[src/include/dram_scrub_consts.svh]
// Scrub limit is the 8 KiB simulation range; ID values are placeholders for the shell ID registers
`ifndef DRAM_SCRUB_CONSTS_SVH
`define DRAM_SCRUB_CONSTS_SVH

// --------------------
// Memory count
// --------------------
// Four DRAM channels in control bit order A, B, D, C
`define DSC_NUM_MEM 4

// --------------------
// Scrub walk
// --------------------
// Last byte address scrubbed in simulation
`define DSC_SCRB_MAX_ADDR 64'h1FFF
// Beats per burst minus one
`define DSC_SCRB_BURST_LEN_MINUS1 15
// Bytes per 512-bit data beat
`define DSC_BEAT_BYTES 64

// --------------------
// Control word fields
// --------------------
// Debug readout enable for the ID registers
`define DSC_DBG_EN_BIT 31
// Debug memory select field
`define DSC_DBG_SEL_MSB 30
`define DSC_DBG_SEL_LSB 28

// ID values shown while debug is off
`define DSC_ID0 32'h5C2B_0001
`define DSC_ID1 32'h0004_5C2B

`endif
[src/hw/dram_scrub_pkg.sv]
// Types for the scrub engines; addresses are full 64-bit byte addresses though only 14 bits move

package dram_scrub_pkg;

   // --------------------
   // Addressing
   // --------------------

   // Byte address of the next burst to scrub
   // Stays burst aligned in normal operation
   typedef logic [63:0] scrub_addr_t;

   // --------------------
   // Engine control
   // --------------------

   // Engine walk states
   // IDLE until the first advance
   // RUN while bursts remain
   // DONE is sticky until reset
   typedef enum logic [1:0] {
      SCRB_IDLE = 2'd0,
      SCRB_RUN  = 2'd1,
      SCRB_DONE = 2'd2
   } scrub_state_e;

   // --------------------
   // Engine status
   // --------------------

   // Status reported by each engine to the readout and the top level
   typedef struct packed {
      // Current burst start address
      scrub_addr_t addr;
      // Whole range has been walked
      logic        done;
   } scrub_status_t;

endpackage

[src/hw/dram_scrub_ctl_pkg.sv]
// Types for the shell control word; memory mask width follows DSC_NUM_MEM from the consts header
`include "dram_scrub_consts.svh"

package dram_scrub_ctl_pkg;

   // --------------------
   // Raw shell control
   // --------------------

   // Control word as written by the shell
   // Bits 3..0 scrub enables, 30..28 debug select, 31 debug enable
   typedef logic [31:0] ctl_word_t;

   // Debug memory select
   // Values 4 to 7 fall back to memory A
   typedef logic [2:0] mem_sel_t;

   // One bit per memory
   // Used for scrub enables, ready flags and done flags
   typedef logic [`DSC_NUM_MEM-1:0] mem_mask_t;

   // --------------------
   // Decoded control
   // --------------------

   // Control word split into its fields
   typedef struct packed {
      // Per-memory scrub enable, A B D C from bit 0 up
      mem_mask_t scrb_en;
      // Show engine address on the ID outputs
      logic      dbg_en;
      // Engine shown when debug is on
      mem_sel_t  dbg_sel;
   } ctl_decoded_t;

endpackage

[src/hw/dram_scrub_ctl.sv]
// Expects sync_rst_n already synchronized to clk; engines model the address walk only
`include "dram_scrub_consts.svh"

module dram_scrub_ctl
(
   input  logic                          clk,
   input  logic                          sync_rst_n,
   input  dram_scrub_ctl_pkg::ctl_word_t ctl0,
   input  dram_scrub_ctl_pkg::mem_mask_t ddr_ready,
   input  logic                          flr_assert,
   output logic [31:0]                   id0,
   output logic [31:0]                   id1,
   output dram_scrub_ctl_pkg::mem_mask_t scrb_done,
   output logic                          flr_done
);

   // Decoded control fields
   dram_scrub_ctl_pkg::ctl_decoded_t ctl;
   // Registered per-memory ready
   dram_scrub_ctl_pkg::mem_mask_t    ready_q;
   // One status word per engine
   dram_scrub_pkg::scrub_status_t [`DSC_NUM_MEM-1:0] mem_status;

   // --------------------
   // Decode
   // --------------------

   scrub_ctl_decode scrub_ctl_decode_i
   (
      .clk        (clk),
      .sync_rst_n (sync_rst_n),
      .ctl0       (ctl0),
      .ddr_ready  (ddr_ready),
      .flr_assert (flr_assert),
      .ctl        (ctl),
      .ready_q    (ready_q),
      .flr_done   (flr_done)
   );

   // --------------------
   // Scrub engines
   // --------------------

   // Engine order A, B, D, C follows the control bits
   for (genvar gi = 0; gi < `DSC_NUM_MEM; gi++)
   begin : g_engine
      scrub_engine scrub_engine_i
      (
         .clk        (clk),
         .sync_rst_n (sync_rst_n),
         .enable     (ctl.scrb_en[gi]),
         .ready      (ready_q[gi]),
         .status     (mem_status[gi])
      );

      assign scrb_done[gi] = mem_status[gi].done;
   end

   // --------------------
   // ID readout
   // --------------------

   scrub_debug_id scrub_debug_id_i
   (
      .clk        (clk),
      .sync_rst_n (sync_rst_n),
      .ctl        (ctl),
      .mem_status (mem_status),
      .id0        (id0),
      .id1        (id1)
   );

endmodule

[src/hw/scrub_debug_id.sv]
// Select values 4 to 7 read memory A; outputs lag the selected address by one clock
`include "dram_scrub_consts.svh"

module scrub_debug_id
(
   input  logic                                               clk,
   input  logic                                               sync_rst_n,
   input  dram_scrub_ctl_pkg::ctl_decoded_t                   ctl,
   input  dram_scrub_pkg::scrub_status_t [`DSC_NUM_MEM-1:0]   mem_status,
   output logic [31:0]                                        id0,
   output logic [31:0]                                        id1
);

   // Address of the engine picked by the debug select
   dram_scrub_pkg::scrub_addr_t sel_addr;

   // --------------------
   // Engine select
   // --------------------

   always_comb
   begin
      case (ctl.dbg_sel)
         3'd1:    sel_addr = mem_status[1].addr;
         // Index 2 is memory D
         3'd2:    sel_addr = mem_status[2].addr;
         // Index 3 is memory C
         3'd3:    sel_addr = mem_status[3].addr;
         // Memory A and out-of-range selects
         default: sel_addr = mem_status[0].addr;
      endcase
   end

   // --------------------
   // ID registers
   // --------------------

   // Debug on shows low and high address halves
   always_ff @(posedge clk or negedge sync_rst_n)
   begin
      if (!sync_rst_n)
      begin
         id0 <= `DSC_ID0;
         id1 <= `DSC_ID1;
      end
      else if (ctl.dbg_en)
      begin
         id0 <= sel_addr[31:0];
         id1 <= sel_addr[63:32];
      end
      else
      begin
         id0 <= `DSC_ID0;
         id1 <= `DSC_ID1;
      end
   end

endmodule

[src/hw/scrub_engine.sv]
// Models only the address walk; no DRAM writes are issued and the range is the simulation limit
`include "dram_scrub_consts.svh"

module scrub_engine
(
   input  logic                          clk,
   input  logic                          sync_rst_n,
   input  logic                          enable,
   input  logic                          ready,
   output dram_scrub_pkg::scrub_status_t status
);

   // --------------------
   // Walk constants
   // --------------------

   // Bytes covered by one burst
   localparam dram_scrub_pkg::scrub_addr_t SCRB_STEP =
      dram_scrub_pkg::scrub_addr_t'((`DSC_SCRB_BURST_LEN_MINUS1 + 1) * `DSC_BEAT_BYTES);
   // First address past the scrub range
   localparam dram_scrub_pkg::scrub_addr_t SCRB_END = `DSC_SCRB_MAX_ADDR + 64'd1;

   dram_scrub_pkg::scrub_state_e state;
   dram_scrub_pkg::scrub_state_e state_nxt;
   dram_scrub_pkg::scrub_addr_t  addr;
   dram_scrub_pkg::scrub_addr_t  addr_nxt;

   // --------------------
   // Next state
   // --------------------

   always_comb
   begin
      state_nxt = state;
      addr_nxt  = addr;
      case (state)
         dram_scrub_pkg::SCRB_IDLE,
         dram_scrub_pkg::SCRB_RUN:
         begin
            // Disabled or memory not ready holds the walk
            if (enable && ready)
            begin
               addr_nxt  = addr + SCRB_STEP;
               state_nxt = (addr_nxt == SCRB_END) ? dram_scrub_pkg::SCRB_DONE
                                                  : dram_scrub_pkg::SCRB_RUN;
            end
         end
         // Range complete, hold until reset
         dram_scrub_pkg::SCRB_DONE:
            state_nxt = dram_scrub_pkg::SCRB_DONE;
         // Unused encoding recovers to idle
         default:
            state_nxt = dram_scrub_pkg::SCRB_IDLE;
      endcase
   end

   // --------------------
   // State and address
   // --------------------

   always_ff @(posedge clk or negedge sync_rst_n)
   begin
      if (!sync_rst_n)
      begin
         state <= dram_scrub_pkg::SCRB_IDLE;
         addr  <= '0;
      end
      else
      begin
         state <= state_nxt;
         addr  <= addr_nxt;
      end
   end

   assign status.addr = addr;
   // Sticky since DONE only leaves on reset
   assign status.done = (state == dram_scrub_pkg::SCRB_DONE);

   // Walk stops at the end of the range
   addr_in_range_a : assert property (
      @(posedge clk) disable iff (!sync_rst_n)
      addr <= SCRB_END
   );

   // Done state only once the last burst has been taken
   done_at_end_a : assert property (
      @(posedge clk) disable iff (!sync_rst_n)
      (state == dram_scrub_pkg::SCRB_DONE) |-> (addr == SCRB_END)
   );

endmodule

[src/hw/scrub_ctl_decode.sv]
// Inputs are registered once with no synchronizer; sync_rst_n must already be clk-synchronous
`include "dram_scrub_consts.svh"

module scrub_ctl_decode
(
   input  logic                            clk,
   input  logic                            sync_rst_n,
   input  dram_scrub_ctl_pkg::ctl_word_t   ctl0,
   input  dram_scrub_ctl_pkg::mem_mask_t   ddr_ready,
   input  logic                            flr_assert,
   output dram_scrub_ctl_pkg::ctl_decoded_t ctl,
   output dram_scrub_ctl_pkg::mem_mask_t   ready_q,
   output logic                            flr_done
);

   // --------------------
   // Input registers
   // --------------------

   // Registered shell control word
   dram_scrub_ctl_pkg::ctl_word_t ctl0_q;
   // Registered FLR request
   logic flr_assert_q;

   always_ff @(posedge clk or negedge sync_rst_n)
   begin
      if (!sync_rst_n)
      begin
         ctl0_q       <= '0;
         ready_q      <= '0;
         flr_assert_q <= 1'b0;
      end
      else
      begin
         ctl0_q       <= ctl0;
         ready_q      <= ddr_ready;
         flr_assert_q <= flr_assert;
      end
   end

   // --------------------
   // Field decode
   // --------------------

   // Low bits enable one scrubber each
   assign ctl.scrb_en = ctl0_q[`DSC_NUM_MEM-1:0];
   // Debug readout controls
   assign ctl.dbg_en  = ctl0_q[`DSC_DBG_EN_BIT];
   assign ctl.dbg_sel = ctl0_q[`DSC_DBG_SEL_MSB:`DSC_DBG_SEL_LSB];

   // --------------------
   // FLR response
   // --------------------

   // One-cycle acknowledge per request cycle pair
   // A held request toggles the response high and low
   always_ff @(posedge clk or negedge sync_rst_n)
   begin
      if (!sync_rst_n)
         flr_done <= 1'b0;
      else
         flr_done <= flr_assert_q && !flr_done;
   end

   // Response is a pulse and never held across two edges
   flr_done_pulse_a : assert property (
      @(posedge clk) disable iff (!sync_rst_n)
      flr_done |=> !flr_done
   );

endmodule

[config.mk]
export PLATFORM = sky130hd
export DESIGN_NAME = dram_scrub_ctl
export DESIGN_NICKNAME = d
export VERILOG_FILES = /design/src/hw/dram_scrub_pkg.sv /design/src/hw/dram_scrub_ctl_pkg.sv /design/src/hw/dram_scrub_ctl.sv /design/src/hw/scrub_debug_id.sv /design/src/hw/scrub_engine.sv /design/src/hw/scrub_ctl_decode.sv
export VERILOG_INCLUDE_DIRS = /design/src /design/src/include
export SDC_FILE = /design/constraint.sdc
export NUM_CORES = 1
export LEC_CHECK = 0
export ABC_CLOCK_PERIOD_IN_PS = 9100
export BUFFER_PORTS_ARGS = -buffer_cell sky130_fd_sc_hd__buf_2
export CELL_PAD_IN_SITES_DETAIL_PLACEMENT = 2
export CELL_PAD_IN_SITES_GLOBAL_PLACEMENT = 2
export CORE_MARGIN = 2
export CORE_UTILIZATION = 42
export DETAILED_ROUTE_END_ITERATION = 16
export GPL_TIMING_DRIVEN = 0
export PLACE_DENSITY = 0.95
export SLEW_MARGIN = 0
export SYNTH_ARGS = -nofsm -noshare
export SYNTH_HDL_FRONTEND = slang
export SYNTH_SLANG_ARGS = --single-unit
[constraint.sdc]
create_clock -name clk -period 9.1 [get_ports clk]
set_input_delay 0.455 -clock clk [delete_from_list [all_inputs] [get_ports clk]]
set_output_delay 0.455 -clock clk [all_outputs]
set_load 0.005 [all_outputs]
Word level (Yosys, flattened, before mapping)
Cells that the tools add are included.
{ "op_classes": {"addsub": 4, "eq_ne": 19, "n_mux": 15, "n_reduce_logical": 18} }
{ "ops": {"columns": ["op", "n"], "rows": [
  ["$add A64 B11 Y64 const B", 4],
  ["$eq A64 B14 Y1 const B", 4],
  ["$pmux W64 S3", 1],
  ["$mux W32", 2],
  ["$mux W2", 8],
  ["$pmux W2 S2", 4],
  ["$eq A2 B1 Y1 const B", 4],
  ["$eq A2 B2 Y1 const B", 4],
  ["$logic_not A2 Y1", 4],
  ["$ne A2 B1 Y1 const B", 4],
  ["$reduce_and A2 Y1", 4],
  ["$reduce_or A2 Y1", 4],
  ["$eq A3 B2 Y1 const B", 2],
  ["$logic_and A1 B1 Y1", 5],
  ["$eq A3 B1 Y1 const B", 1],
  ["$logic_not A1 Y1", 1]
]} }
{ "word_totals": {"regBits": 366, "input_bits": 39, "output_inout_bits": 69, "word_cells": 70} }

Logic depth before layout (Yosys ltp)
Gate-level depths: netlist of run 1.
{ "logic_depth": {"word_depth": 5, "ltp_mapped": 11, "ltp_nobuf": 9} }

By module
From an unflattened synthesis of run 1, not the netlist that was laid out.
{ "hier_totals": {"cells_unflattened": 2134, "area_unflattened_um2": 19342.3} }
{ "by_module_without_submodules": {"columns": ["module", "n_inst", "cells_each", "area_each_um2", "seq_area_each_um2"], "rows": [
  ["scrub_engine", 4, 438, 3838.7, 1401.3],
  ["scrub_debug_id", 1, 367, 3623.5, 1624.1],
  ["scrub_ctl_decode", 1, 15, 364.1, 350.3]
]} }

Least setup slack after synthesis of run 1
OpenSTA, ideal clock, no wires.
{ "synth_path": {"kind": "register to register", "startpoint": "register g_engine[1].scrub_engine_i.addr[10]", "endpoint": "register g_engine[1].scrub_engine_i.state[0]", "setup_time_ns": 0.124, "arrival_ns": 3.315, "t_required_ns": 8.976, "slack_ns": 5.661, "stages_incl_launch_ff": 11, "synth_period_minus_slack_ns": 3.439, "cell_sequence": "dfrtp_1 ha_1 nand2_1 or3_1 buf_2 nor4_4 or3b_2 mux2i_1 or4_1 or4_1 o31a_1"} }
{ "synth_via": {"elab_chain_len": 5} }
{ "synth_rtl": {"columns": ["item", "line_no", "text"], "rows": [
  ["start, declared", "scrub_engine.sv:25", "dram_scrub_pkg::scrub_addr_t addr;"],
  ["start signal, assigned", "scrub_engine.sv:71", "addr <= addr_nxt;"],
  ["$add A64 B11 Y64", "scrub_engine.sv:43", "addr_nxt = addr + SCRB_STEP;"],
  ["$eq A64 B14 Y1", "scrub_engine.sv:44", "state_nxt = (addr_nxt == SCRB_END) ? dram_scrub_pkg::SCRB_DONE"],
  ["$mux W2", "scrub_engine.sv:44", null],
  ["$mux W2", "scrub_engine.sv:41", "if (enable && ready)"],
  ["$pmux W2 S2", "scrub_engine.sv:36", "case (state)"],
  ["end signal, assigned", "scrub_engine.sv:65", "state <= dram_scrub_pkg::SCRB_IDLE;"],
  ["end signal, assigned", "scrub_engine.sv:70", "state <= state_nxt;"],
  ["end, declared", "scrub_engine.sv:23", "dram_scrub_pkg::scrub_state_e state;"]
]} }
Every way passes these cells. The select of a mux whose other input is x is not followed.
A chain may end at the register's enable or synchronous reset.

Worst setup path after layout of run 1
{ "layout_path": {"startpoint": "register g_engine[0].scrub_engine_i.addr[27]", "endpoint": "register g_engine[0].scrub_engine_i.state[0]"} }
{ "layout_via": {"elab_chain_len": 5} }
{ "layout_rtl": {"columns": ["item", "line_no"], "rows": [
  ["start, declared", "scrub_engine.sv:25"],
  ["start signal, assigned", "scrub_engine.sv:71"],
  ["$add A64 B11 Y64", "scrub_engine.sv:43"],
  ["$eq A64 B14 Y1", "scrub_engine.sv:44"],
  ["$mux W2", "scrub_engine.sv:44"],
  ["$mux W2", "scrub_engine.sv:41"],
  ["$pmux W2 S2", "scrub_engine.sv:36"],
  ["end signal, assigned", "scrub_engine.sv:65"],
  ["end signal, assigned", "scrub_engine.sv:70"],
  ["end, declared", "scrub_engine.sv:23"]
]} }
Every way passes these cells. The select of a mux whose other input is x is not followed.

==> results of run 1 <==
cells by family (layout without fill, tap and decap cells):
logic type | Yosys count | count (layout) | synth area share [%]
AOI/OAI and AO/OA | 281 | 281 | 11.1
xor gates and xnor gates | 275 | 275 | 13.2
adders and majority gates | 6 | 6 | 0.410
buffers and inverters | 215 | 371 | 4.89
DFF | 293 | 293 | 40.2
muxes | 68 | 68 | 3.87
other | 1 | 10 | 0.0205
and+or+nand+nor | 928 | 928 | 26.3
critical path: cells and delay by family (launching register included):
kind	cells	cell delay (ns)
flops	1	0.33
compound gates	1	0.26
simple gates	6	3.09
xor+xnor	1	0.15
buf+inv	1	0.54
state kept, by name, indices dropped and copies added, names as in the netlist:
register	count
scrub_debug_id_i.id1	32
g_engine.scrub_engine_i.state	8
scrub_ctl_decode_i.ctl0_q	8
scrub_debug_id_i.id0	23
scrub_ctl_decode_i.ready_q	4
g_engine.scrub_engine_i.addr	216
scrub_ctl_decode_i.flr_done	1
scrub_ctl_decode_i.flr_assert_q	1
metal layers:
metal	up-vias	wire length, um	GRT usage (%)
li1	7692	-	-
met1	9552	34000	48.7
met2	980	39500	61.3
met3	313	6360	6.35
met4	0	6240	24.9
met5	-	0	0
timing repair:
item                                   CTS  global route
setup buffers                            0             0
hold buffers                            13             0
endpoints found under the hold margin  102             0
power by group:
part / switching, W / total, W / internal [W]
clock network: 0.000647 / 0.00159 / 0.000940
registers: 0.0000906 / 0.00146 / 0.00137
logic: 0.000300 / 0.000444 / 0.000144
total: 0.00104 / 0.00349 / 0.00246
worst max-delay path by stage:
| stage | endpoint | slack (ns) | cells after the start |
|---|---|---|---|
| 3_3_place_gp | g_engine[0].scrub_engine_i.addr[56] | 1.98 | 1 |
| 3_5_place_dp | g_engine[2].scrub_engine_i.state[0] | 4.94 | 9 |
| 2_1_floorplan | g_engine[1].scrub_engine_i.state[0] | 5.66 | 10 |
| 4_1_cts | g_engine[0].scrub_engine_i.state[0] | 4.85 | 9 |
| 6_report | g_engine[0].scrub_engine_i.state[0] | 4.59 | 9 |
| 5_1_grt | g_engine[0].scrub_engine_i.state[0] | 4.53 | 9 |
synth_stat cells, drive strengths merged, types with 5 or more instances:
| library cell | count | share of area, % |
|---|---|---|
| a2111oi | 5 | 0.27 |
| a211oi | 10 | 0.41 |
| a21oi | 71 | 1.9 |
| a22oi | 21 | 0.86 |
| a31oi | 15 | 0.51 |
| and2 | 18 | 0.62 |
| and3 | 41 | 1.4 |
| and4 | 16 | 0.77 |
| buf | 55 | 1.6 |
| clkbuf | 134 | 2.8 |
| dfrtp | 275 | 38 |
| dfstp | 18 | 2.6 |
| ha | 6 | 0.41 |
| inv | 25 | 0.51 |
| mux2 | 22 | 1.4 |
| mux2i | 46 | 2.5 |
| nand2 | 169 | 3.5 |
| nand2b | 11 | 0.38 |
| nand3 | 137 | 3.7 |
| nand4 | 110 | 3.8 |
| nand4b | 6 | 0.29 |
| nor2 | 189 | 3.9 |
| nor2b | 7 | 0.24 |
| nor3 | 89 | 2.4 |
| nor4 | 65 | 2.5 |
| nor4b | 8 | 0.42 |
| o21a | 6 | 0.25 |
| o21ai | 44 | 1.2 |
| o221a | 37 | 2.3 |
| o22ai | 6 | 0.21 |
| o31ai | 11 | 0.45 |
| or2 | 20 | 0.68 |
| or3 | 17 | 0.58 |
| or4 | 14 | 0.57 |
| xnor2 | 162 | 7.8 |
| xor2 | 113 | 5.4 |
through the flow:
stage                     hold slack [ns]  util, %  setup slack [ns]  std cells  instance area (sq um)
after global routing               0.0445     48.5              4.53       2816                  20900
after floorplan                     0.159        -              5.66       2075                  18300
after global placement              0.409     45.1              1.98       2734                  19400
after detailed placement            0.415     45.3              4.94       2736                  19500
after CTS                          0.0315     48.5              4.85       2816                  20900
final                              0.0499     48.5              4.59       2817                  20900
final cells by class:
class,count,area (sq um),area share (%)
tap,585,732,3.50
timing repair buffer,89,566,2.70
clock inverter,13,150,0.718
inverter,26,97.6,0.467
buffer,189,798,3.82
multi-input combinational,1567,10100,48.3
antenna,1,2.50,0.0120
clock buffer,54,1120,5.36
sequential,293,7350,35.2
==> impl_metrics.toml, run 1 <==
[placement]
io_buffers = 74
gp_congestion = 0.999
hpwlAfterDp_um = 58500

[cts]
tritoncts = "yes"
cts.htree.levels = 2
cts_buffers = 37
clock_latency_ns = 0.59
clk_pin_slew_ns = 0.06
cts_resized = 0
root_buffer = "clkbuf_16"
clockBufferDepth = 3
clock-sinks = 293

[pwr]
ir_drop_mv = 0.116
power.density_nw_per_um2 = 167
p_leak_nw = 8.77
total_power_w = 0.00349

[routing]
firstDrtPassIters = 5
drc = 0
vias_per_cell = 6.58
postRouteAntennaNets = 0
vias = 18500
drt_wl_total_um = 86100
drt_iter0_drc = 2018
wire_per_inst_um = 30.6

[worst_setup_path]
cp.required_ns = 9.57
rrSetupSlack_ns = 4.59
critPathArrivalTime_ns = 4.98
crit_fanout = 10
critPathMaxStageDelay_ns = 1.06
slowest_stage = "nor3_1"
startpoint = "g_engine[0].scrub_engine_i.addr[27]"
worst_setup_path_end_kind = "flip-flop"
r2r-end = "g_engine[0].scrub_engine_i.state[0]"
reg2regPathDepth = 9
startpoint_type = "flip-flop"
critical_path_class = "reg2reg"
path_cells = "clkbuf_1, nand4_1, nor3_1, nand2_1, nor3_1, xor2_1, nor4_1, nand4_1, o21a_1"
r2r_start = "g_engine[0].scrub_engine_i.addr[27]"

[global_routing]
track_usage_pct = 38.5
grt-ovfl-total = 0
grt_pass1_wl_um = 131000
antenna_found_initial = 1
grt_pass1_vias = 20300
grt_max_degree = 104

[worst_hold_path]
min-delay-start = "ctl0[31]"
holdPathEnd = "scrub_ctl_decode_i.ctl0_q[31]"
hold_class = "in2reg"
worstHoldPathCells = 1

[yosys]
async_flop_share_pct = 100
synth_cell_types = 79
synth-main-ff-cell = "dfrtp_1"
synth_area_sq_um = 18300
synth_edf_count = 0
synth_warnings = 0
ys_seq_area_share_pct = 40.2
postSynthAreaPerCell_sq_um = 8.86
synth-seq-cells = 293
syn_inst = 2067

[floorplan]
fp.dieW_um = 213
core_area_sq_um = 43100
die_area_sq_um = 45300
die_h_um = 213
num_rows = 76
ios = 108
start_util_pct = 42.5

[timing]
slew-limit-headroom_pct = 13.9
final.setup.tns_ns = 0
fin_crit_ns = 4.51
drv_slew = 0
hold_violations = 0
finalCritPeriodShare_pct = 49.5
rsz0062_at_grt = "false"
worst_pin_slew_ns = 1.28
finClkSkew_ns = 0.0340
clock.fmax_mhz = 222
setup_violations = 0

[flow_run]
maxCapViolCount = 0

[outcome]
status = "completed"

[layout]
final_common_cell = "dfrtp_1"
final_nets = 2248
drive_gt1_share_pct = 13.2
most-common-layout-cells = "dfrtp_1 (275), nor2_1 (189), nand2_1 (169), xnor2_1 (162)"
syn_to_final_growth_pct = 14.2
fill_cells = 4646
Note: power is estimated with default switching activity, not from simulation.
==> run 2: changes to the inputs <==
--- a/config.mk
+++ b/config.mk
@@ -6,15 +6,16 @@
 export SDC_FILE = /design/constraint.sdc
 export NUM_CORES = 1
 export LEC_CHECK = 0
-export ABC_CLOCK_PERIOD_IN_PS = 9100
+export ABC_AREA = 1
+export ABC_CLOCK_PERIOD_IN_PS = 3800
 export BUFFER_PORTS_ARGS = -buffer_cell sky130_fd_sc_hd__buf_2
 export CELL_PAD_IN_SITES_DETAIL_PLACEMENT = 2
 export CELL_PAD_IN_SITES_GLOBAL_PLACEMENT = 2
 export CORE_MARGIN = 2
-export CORE_UTILIZATION = 42
+export CORE_UTILIZATION = 31
 export DETAILED_ROUTE_END_ITERATION = 16
 export GPL_TIMING_DRIVEN = 0
-export PLACE_DENSITY = 0.95
+export PLACE_DENSITY = 0.85
 export SLEW_MARGIN = 0
 export SYNTH_ARGS = -nofsm -noshare
 export SYNTH_HDL_FRONTEND = slang
==> constraint.sdc (replaced) <==
create_clock -name clk -period 3.8 [get_ports clk]
set_input_delay 0.19 -clock clk [delete_from_list [all_inputs] [get_ports clk]]
set_output_delay 0.19 -clock clk [all_outputs]
set_load 0.005 [all_outputs]
==> run 2 against run 1 <==
Final area grew 8.3%; worst hold slack gained 0.19 ns; clock skew grew 0.011 ns; non-clock buffer count shrank 106; maximum frequency grew 25%; worst setup slack lost 4.4 ns; sequential power grew to 2.5 times the previous value; area after synthesis grew 6.9%; core utilization shrank 12 points.
==> impl_metrics.toml, run 2 <==
[yosys]
yosysTopAreaCell = "dfrtp_1"
synth_top_area_share_pct = 35.2
synth_warnings = 0
synth-seq-cells = 293
synth_edf_count = 0
syn_inst = 3073
async_flop_share_pct = 100
yosysMostFrequentCell = "nand2_1"
synth_cell_types = 36
postSynthAreaPerCell_sq_um = 6.37
ys_seq_area_share_pct = 37.6
synth-main-ff-cell = "dfrtp_1"
synth_area_sq_um = 19600
synthTopCellsByCount = "nand2_1 (1089), nor2_1 (501), inv_1 (315)"
post_synth_main_area_contributors = "dfrtp_1 (35%), nand2_1 (21%), nor2_1 (9.6%)"

[global_routing]
grt_max_degree = 110
grt-ovfl-total = 0
track_usage_pct = 32.5
antenna_found_initial = 7
grt_pass1_wl_um = 157000
grt_pass1_vias = 24400

[worst_setup_path]
startpoint = "g_engine[0].scrub_engine_i.addr[10]"
critPathMaxStageDelay_ns = 0.57
worst_setup_path_end_kind = "flip-flop"
r2r_start = "g_engine[0].scrub_engine_i.addr[10]"
startpoint_type = "flip-flop"
cp.required_ns = 4.28
critical_path_class = "reg2reg"
path_cells = "ha_1, buf_2, nand3_1, nor2_4, nand2_1, nor2_1, nand4_1, nand2_1, nand2_1, nor2_1, nand2_1, nor2_1, nand3_1, nand2_1, inv_1"
cp_common_cell = "nand2_1"
crit_fanout = 8
critPathArrivalTime_ns = 4.09
slowest_stage = "dfrtp_1"

[placement]
hpwlAfterDp_um = 83300
placed_area_sq_um = 21100
io_buffers = 74
gp_congestion = 0.992
dpl.cell_count = 4004
place_ws_ns = 0.324

[outcome]
status = "completed"

[pwr]
combPwrFrac_pct = 13.2
p_seq_share_pct = 40.8
p_clk_share_pct = 46.0
intPower_w = 0.00611
ir_drop_mv = 0.255
p_leak_nw = 9.38
p_sw_share_pct = 31.8
power.density_nw_per_um2 = 395
total_power_w = 0.00895
switchingPower_w = 0.00284

[routing]
firstDrtPassIters = 6
drc = 0
postRouteAntennaNets = 0
drt_iter0_drc = 2100
vias_per_cell = 5.66
vias = 23200
wire_per_inst_um = 26.0
drt_wl_total_um = 106000

[layout]
syn_to_final_growth_pct = 15.8
largest_reg_flops = 216
final_common_cell = "nand2_1"
drive_gt1_share_pct = 6.81
regMostFlops = "g_engine.scrub_engine_i.addr"
finalNonFillerCells = 4093
most-common-layout-cells = "nand2_1 (1089), nor2_1 (500), inv_1 (315), dfrtp_1 (275), o21ai_0 (230)"
final_cell_area_sq_um = 22700
final_nets = 3259
largest_registers = "g_engine.scrub_engine_i.addr x216, scrub_debug_id_i.id1 x32, scrub_debug_id_i.id0 x23"

[cts]
cts.htree.levels = 2
clock-sinks = 293
clk_pin_slew_ns = 0.07
clockBufferDepth = 3
root_buffer = "clkbuf_16"
post_cts_buffers = 0
tritoncts = "yes"
clock_latency_ns = 0.60
cts_buffers = 40

[timing]
rsz0062_at_grt = "false"
setup_violations = 0
finClkSkew_ns = 0.0449
fin_crit_ns = 3.61
drv_slew = 0
setup_slack_ns = 0.187
finalCritPeriodShare_pct = 95.1
worst_pin_slew_ns = 0.879
hold_violations = 0
slew-limit-headroom_pct = 41.4
clock.fmax_mhz = 277

[floorplan]
start_util_pct = 31.2
ios = 108
core_area_sq_um = 62700
num_rows = 92
die_h_um = 255
fp.dieW_um = 255
die_area_sq_um = 65100

[worst_hold_path]
hold_class = "in2reg"
min-delay-start = "ddr_ready[1]"

[flow_run]
maxCapViolCount = 0
[run 2: what timing repair did]
item | CTS | global route
gates resized for setup | 0 | 2
endpoints found under the setup margin | 0 | 2
hold buffers | 14 | 0
endpoints found under the hold margin | 113 | 0
[run 2: layout make-up]
| type | instances | area, sq um |
|---|---|---|
| fillers | 7719 | 40100 |
| clock buffers | 58 | 1140 |
| clock inverters | 15 | 243 |
| flip-flops and latches | 293 | 7350 |
| multi-input cells | 2384 | 10700 |
| repair buffers | 91 | 603 |
| inverters | 323 | 1210 |
| well taps | 846 | 1060 |
| plain buffers | 81 | 345 |
| diodes | 2 | 5.00 |
[run 2: power groups by stage]
stage / registers (W) / logic (W) / clock network [W]
final: 0.00365 / 0.00118 / 0.00412
after global routing: 0.00366 / 0.00128 / 0.00426
after CTS: 0.00363 / 0.00116 / 0.00415
after detailed placement: 0.00368 / 0.00112 / 0
after global placement: 0.00367 / 0.00105 / 0
after floorplan: 0.00353 / 0.000640 / 0
[run 2: kinds of logic after synthesis]
logic type | Yosys count | share of synthesized area (%)
xor+xnor | 49 | 2.19
other cells | 1 | 0.0192
fa+ha+maj | 6 | 0.384
flops | 293 | 37.6
buf+inv | 404 | 7.96
compound gates | 383 | 10.9
simple gates | 1937 | 40.9
[run 2: worst paths after layout]
| path | end | slack (ns) | depth (start not counted) |
|---|---|---|---|
| setup / recovery | g_engine[0].scrub_engine_i.state[0] | 0.19 | 15 |
| hold / removal | scrub_ctl_decode_i.ready_q[1] | 0.24 | 2 |
| setup reg to reg | g_engine[0].scrub_engine_i.state[0] | 0.19 | 15 |
| hold reg to reg | scrub_ctl_decode_i.flr_done | 0.43 | 1 |
| max in group asynchronous | g_engine[3].scrub_engine_i.addr[15] | 2.46 | 4 |
| min in group asynchronous | g_engine[2].scrub_engine_i.addr[49] | 0.28 | 3 |
[run 2: layer usage]
metal  share of wire [%]  global-route usage, %  wire [um]  vias to the layer above
li1                    -                      -          -                    10100
met1                  41                   41.7      44000                    11800
met2                  46                   52.3      48400                      918
met3                 7.2                   5.41       7660                      289
met4                 5.7                   17.2       6110                        6
met5               0.025                      0         27                        -
[run 2: metrics by stage]
stage                     util [%]  setup TNS (ns)  hold WS, ns
after floorplan                  -               0       -0.106
after global routing          36.1               0        0.256
after CTS                     36.1               0        0.218
after global placement        33.5        -1009.73        0.298
after detailed placement      33.7               0        0.300
final                         36.1               0        0.241
[run 2: worst max-delay path, delay by kind of cell (launching register included)]
family	cells	cell delay, ns
buf+inv	2	0.26
simple gates	12	2.45
fa+ha+maj	1	0.20
flops	1	0.57
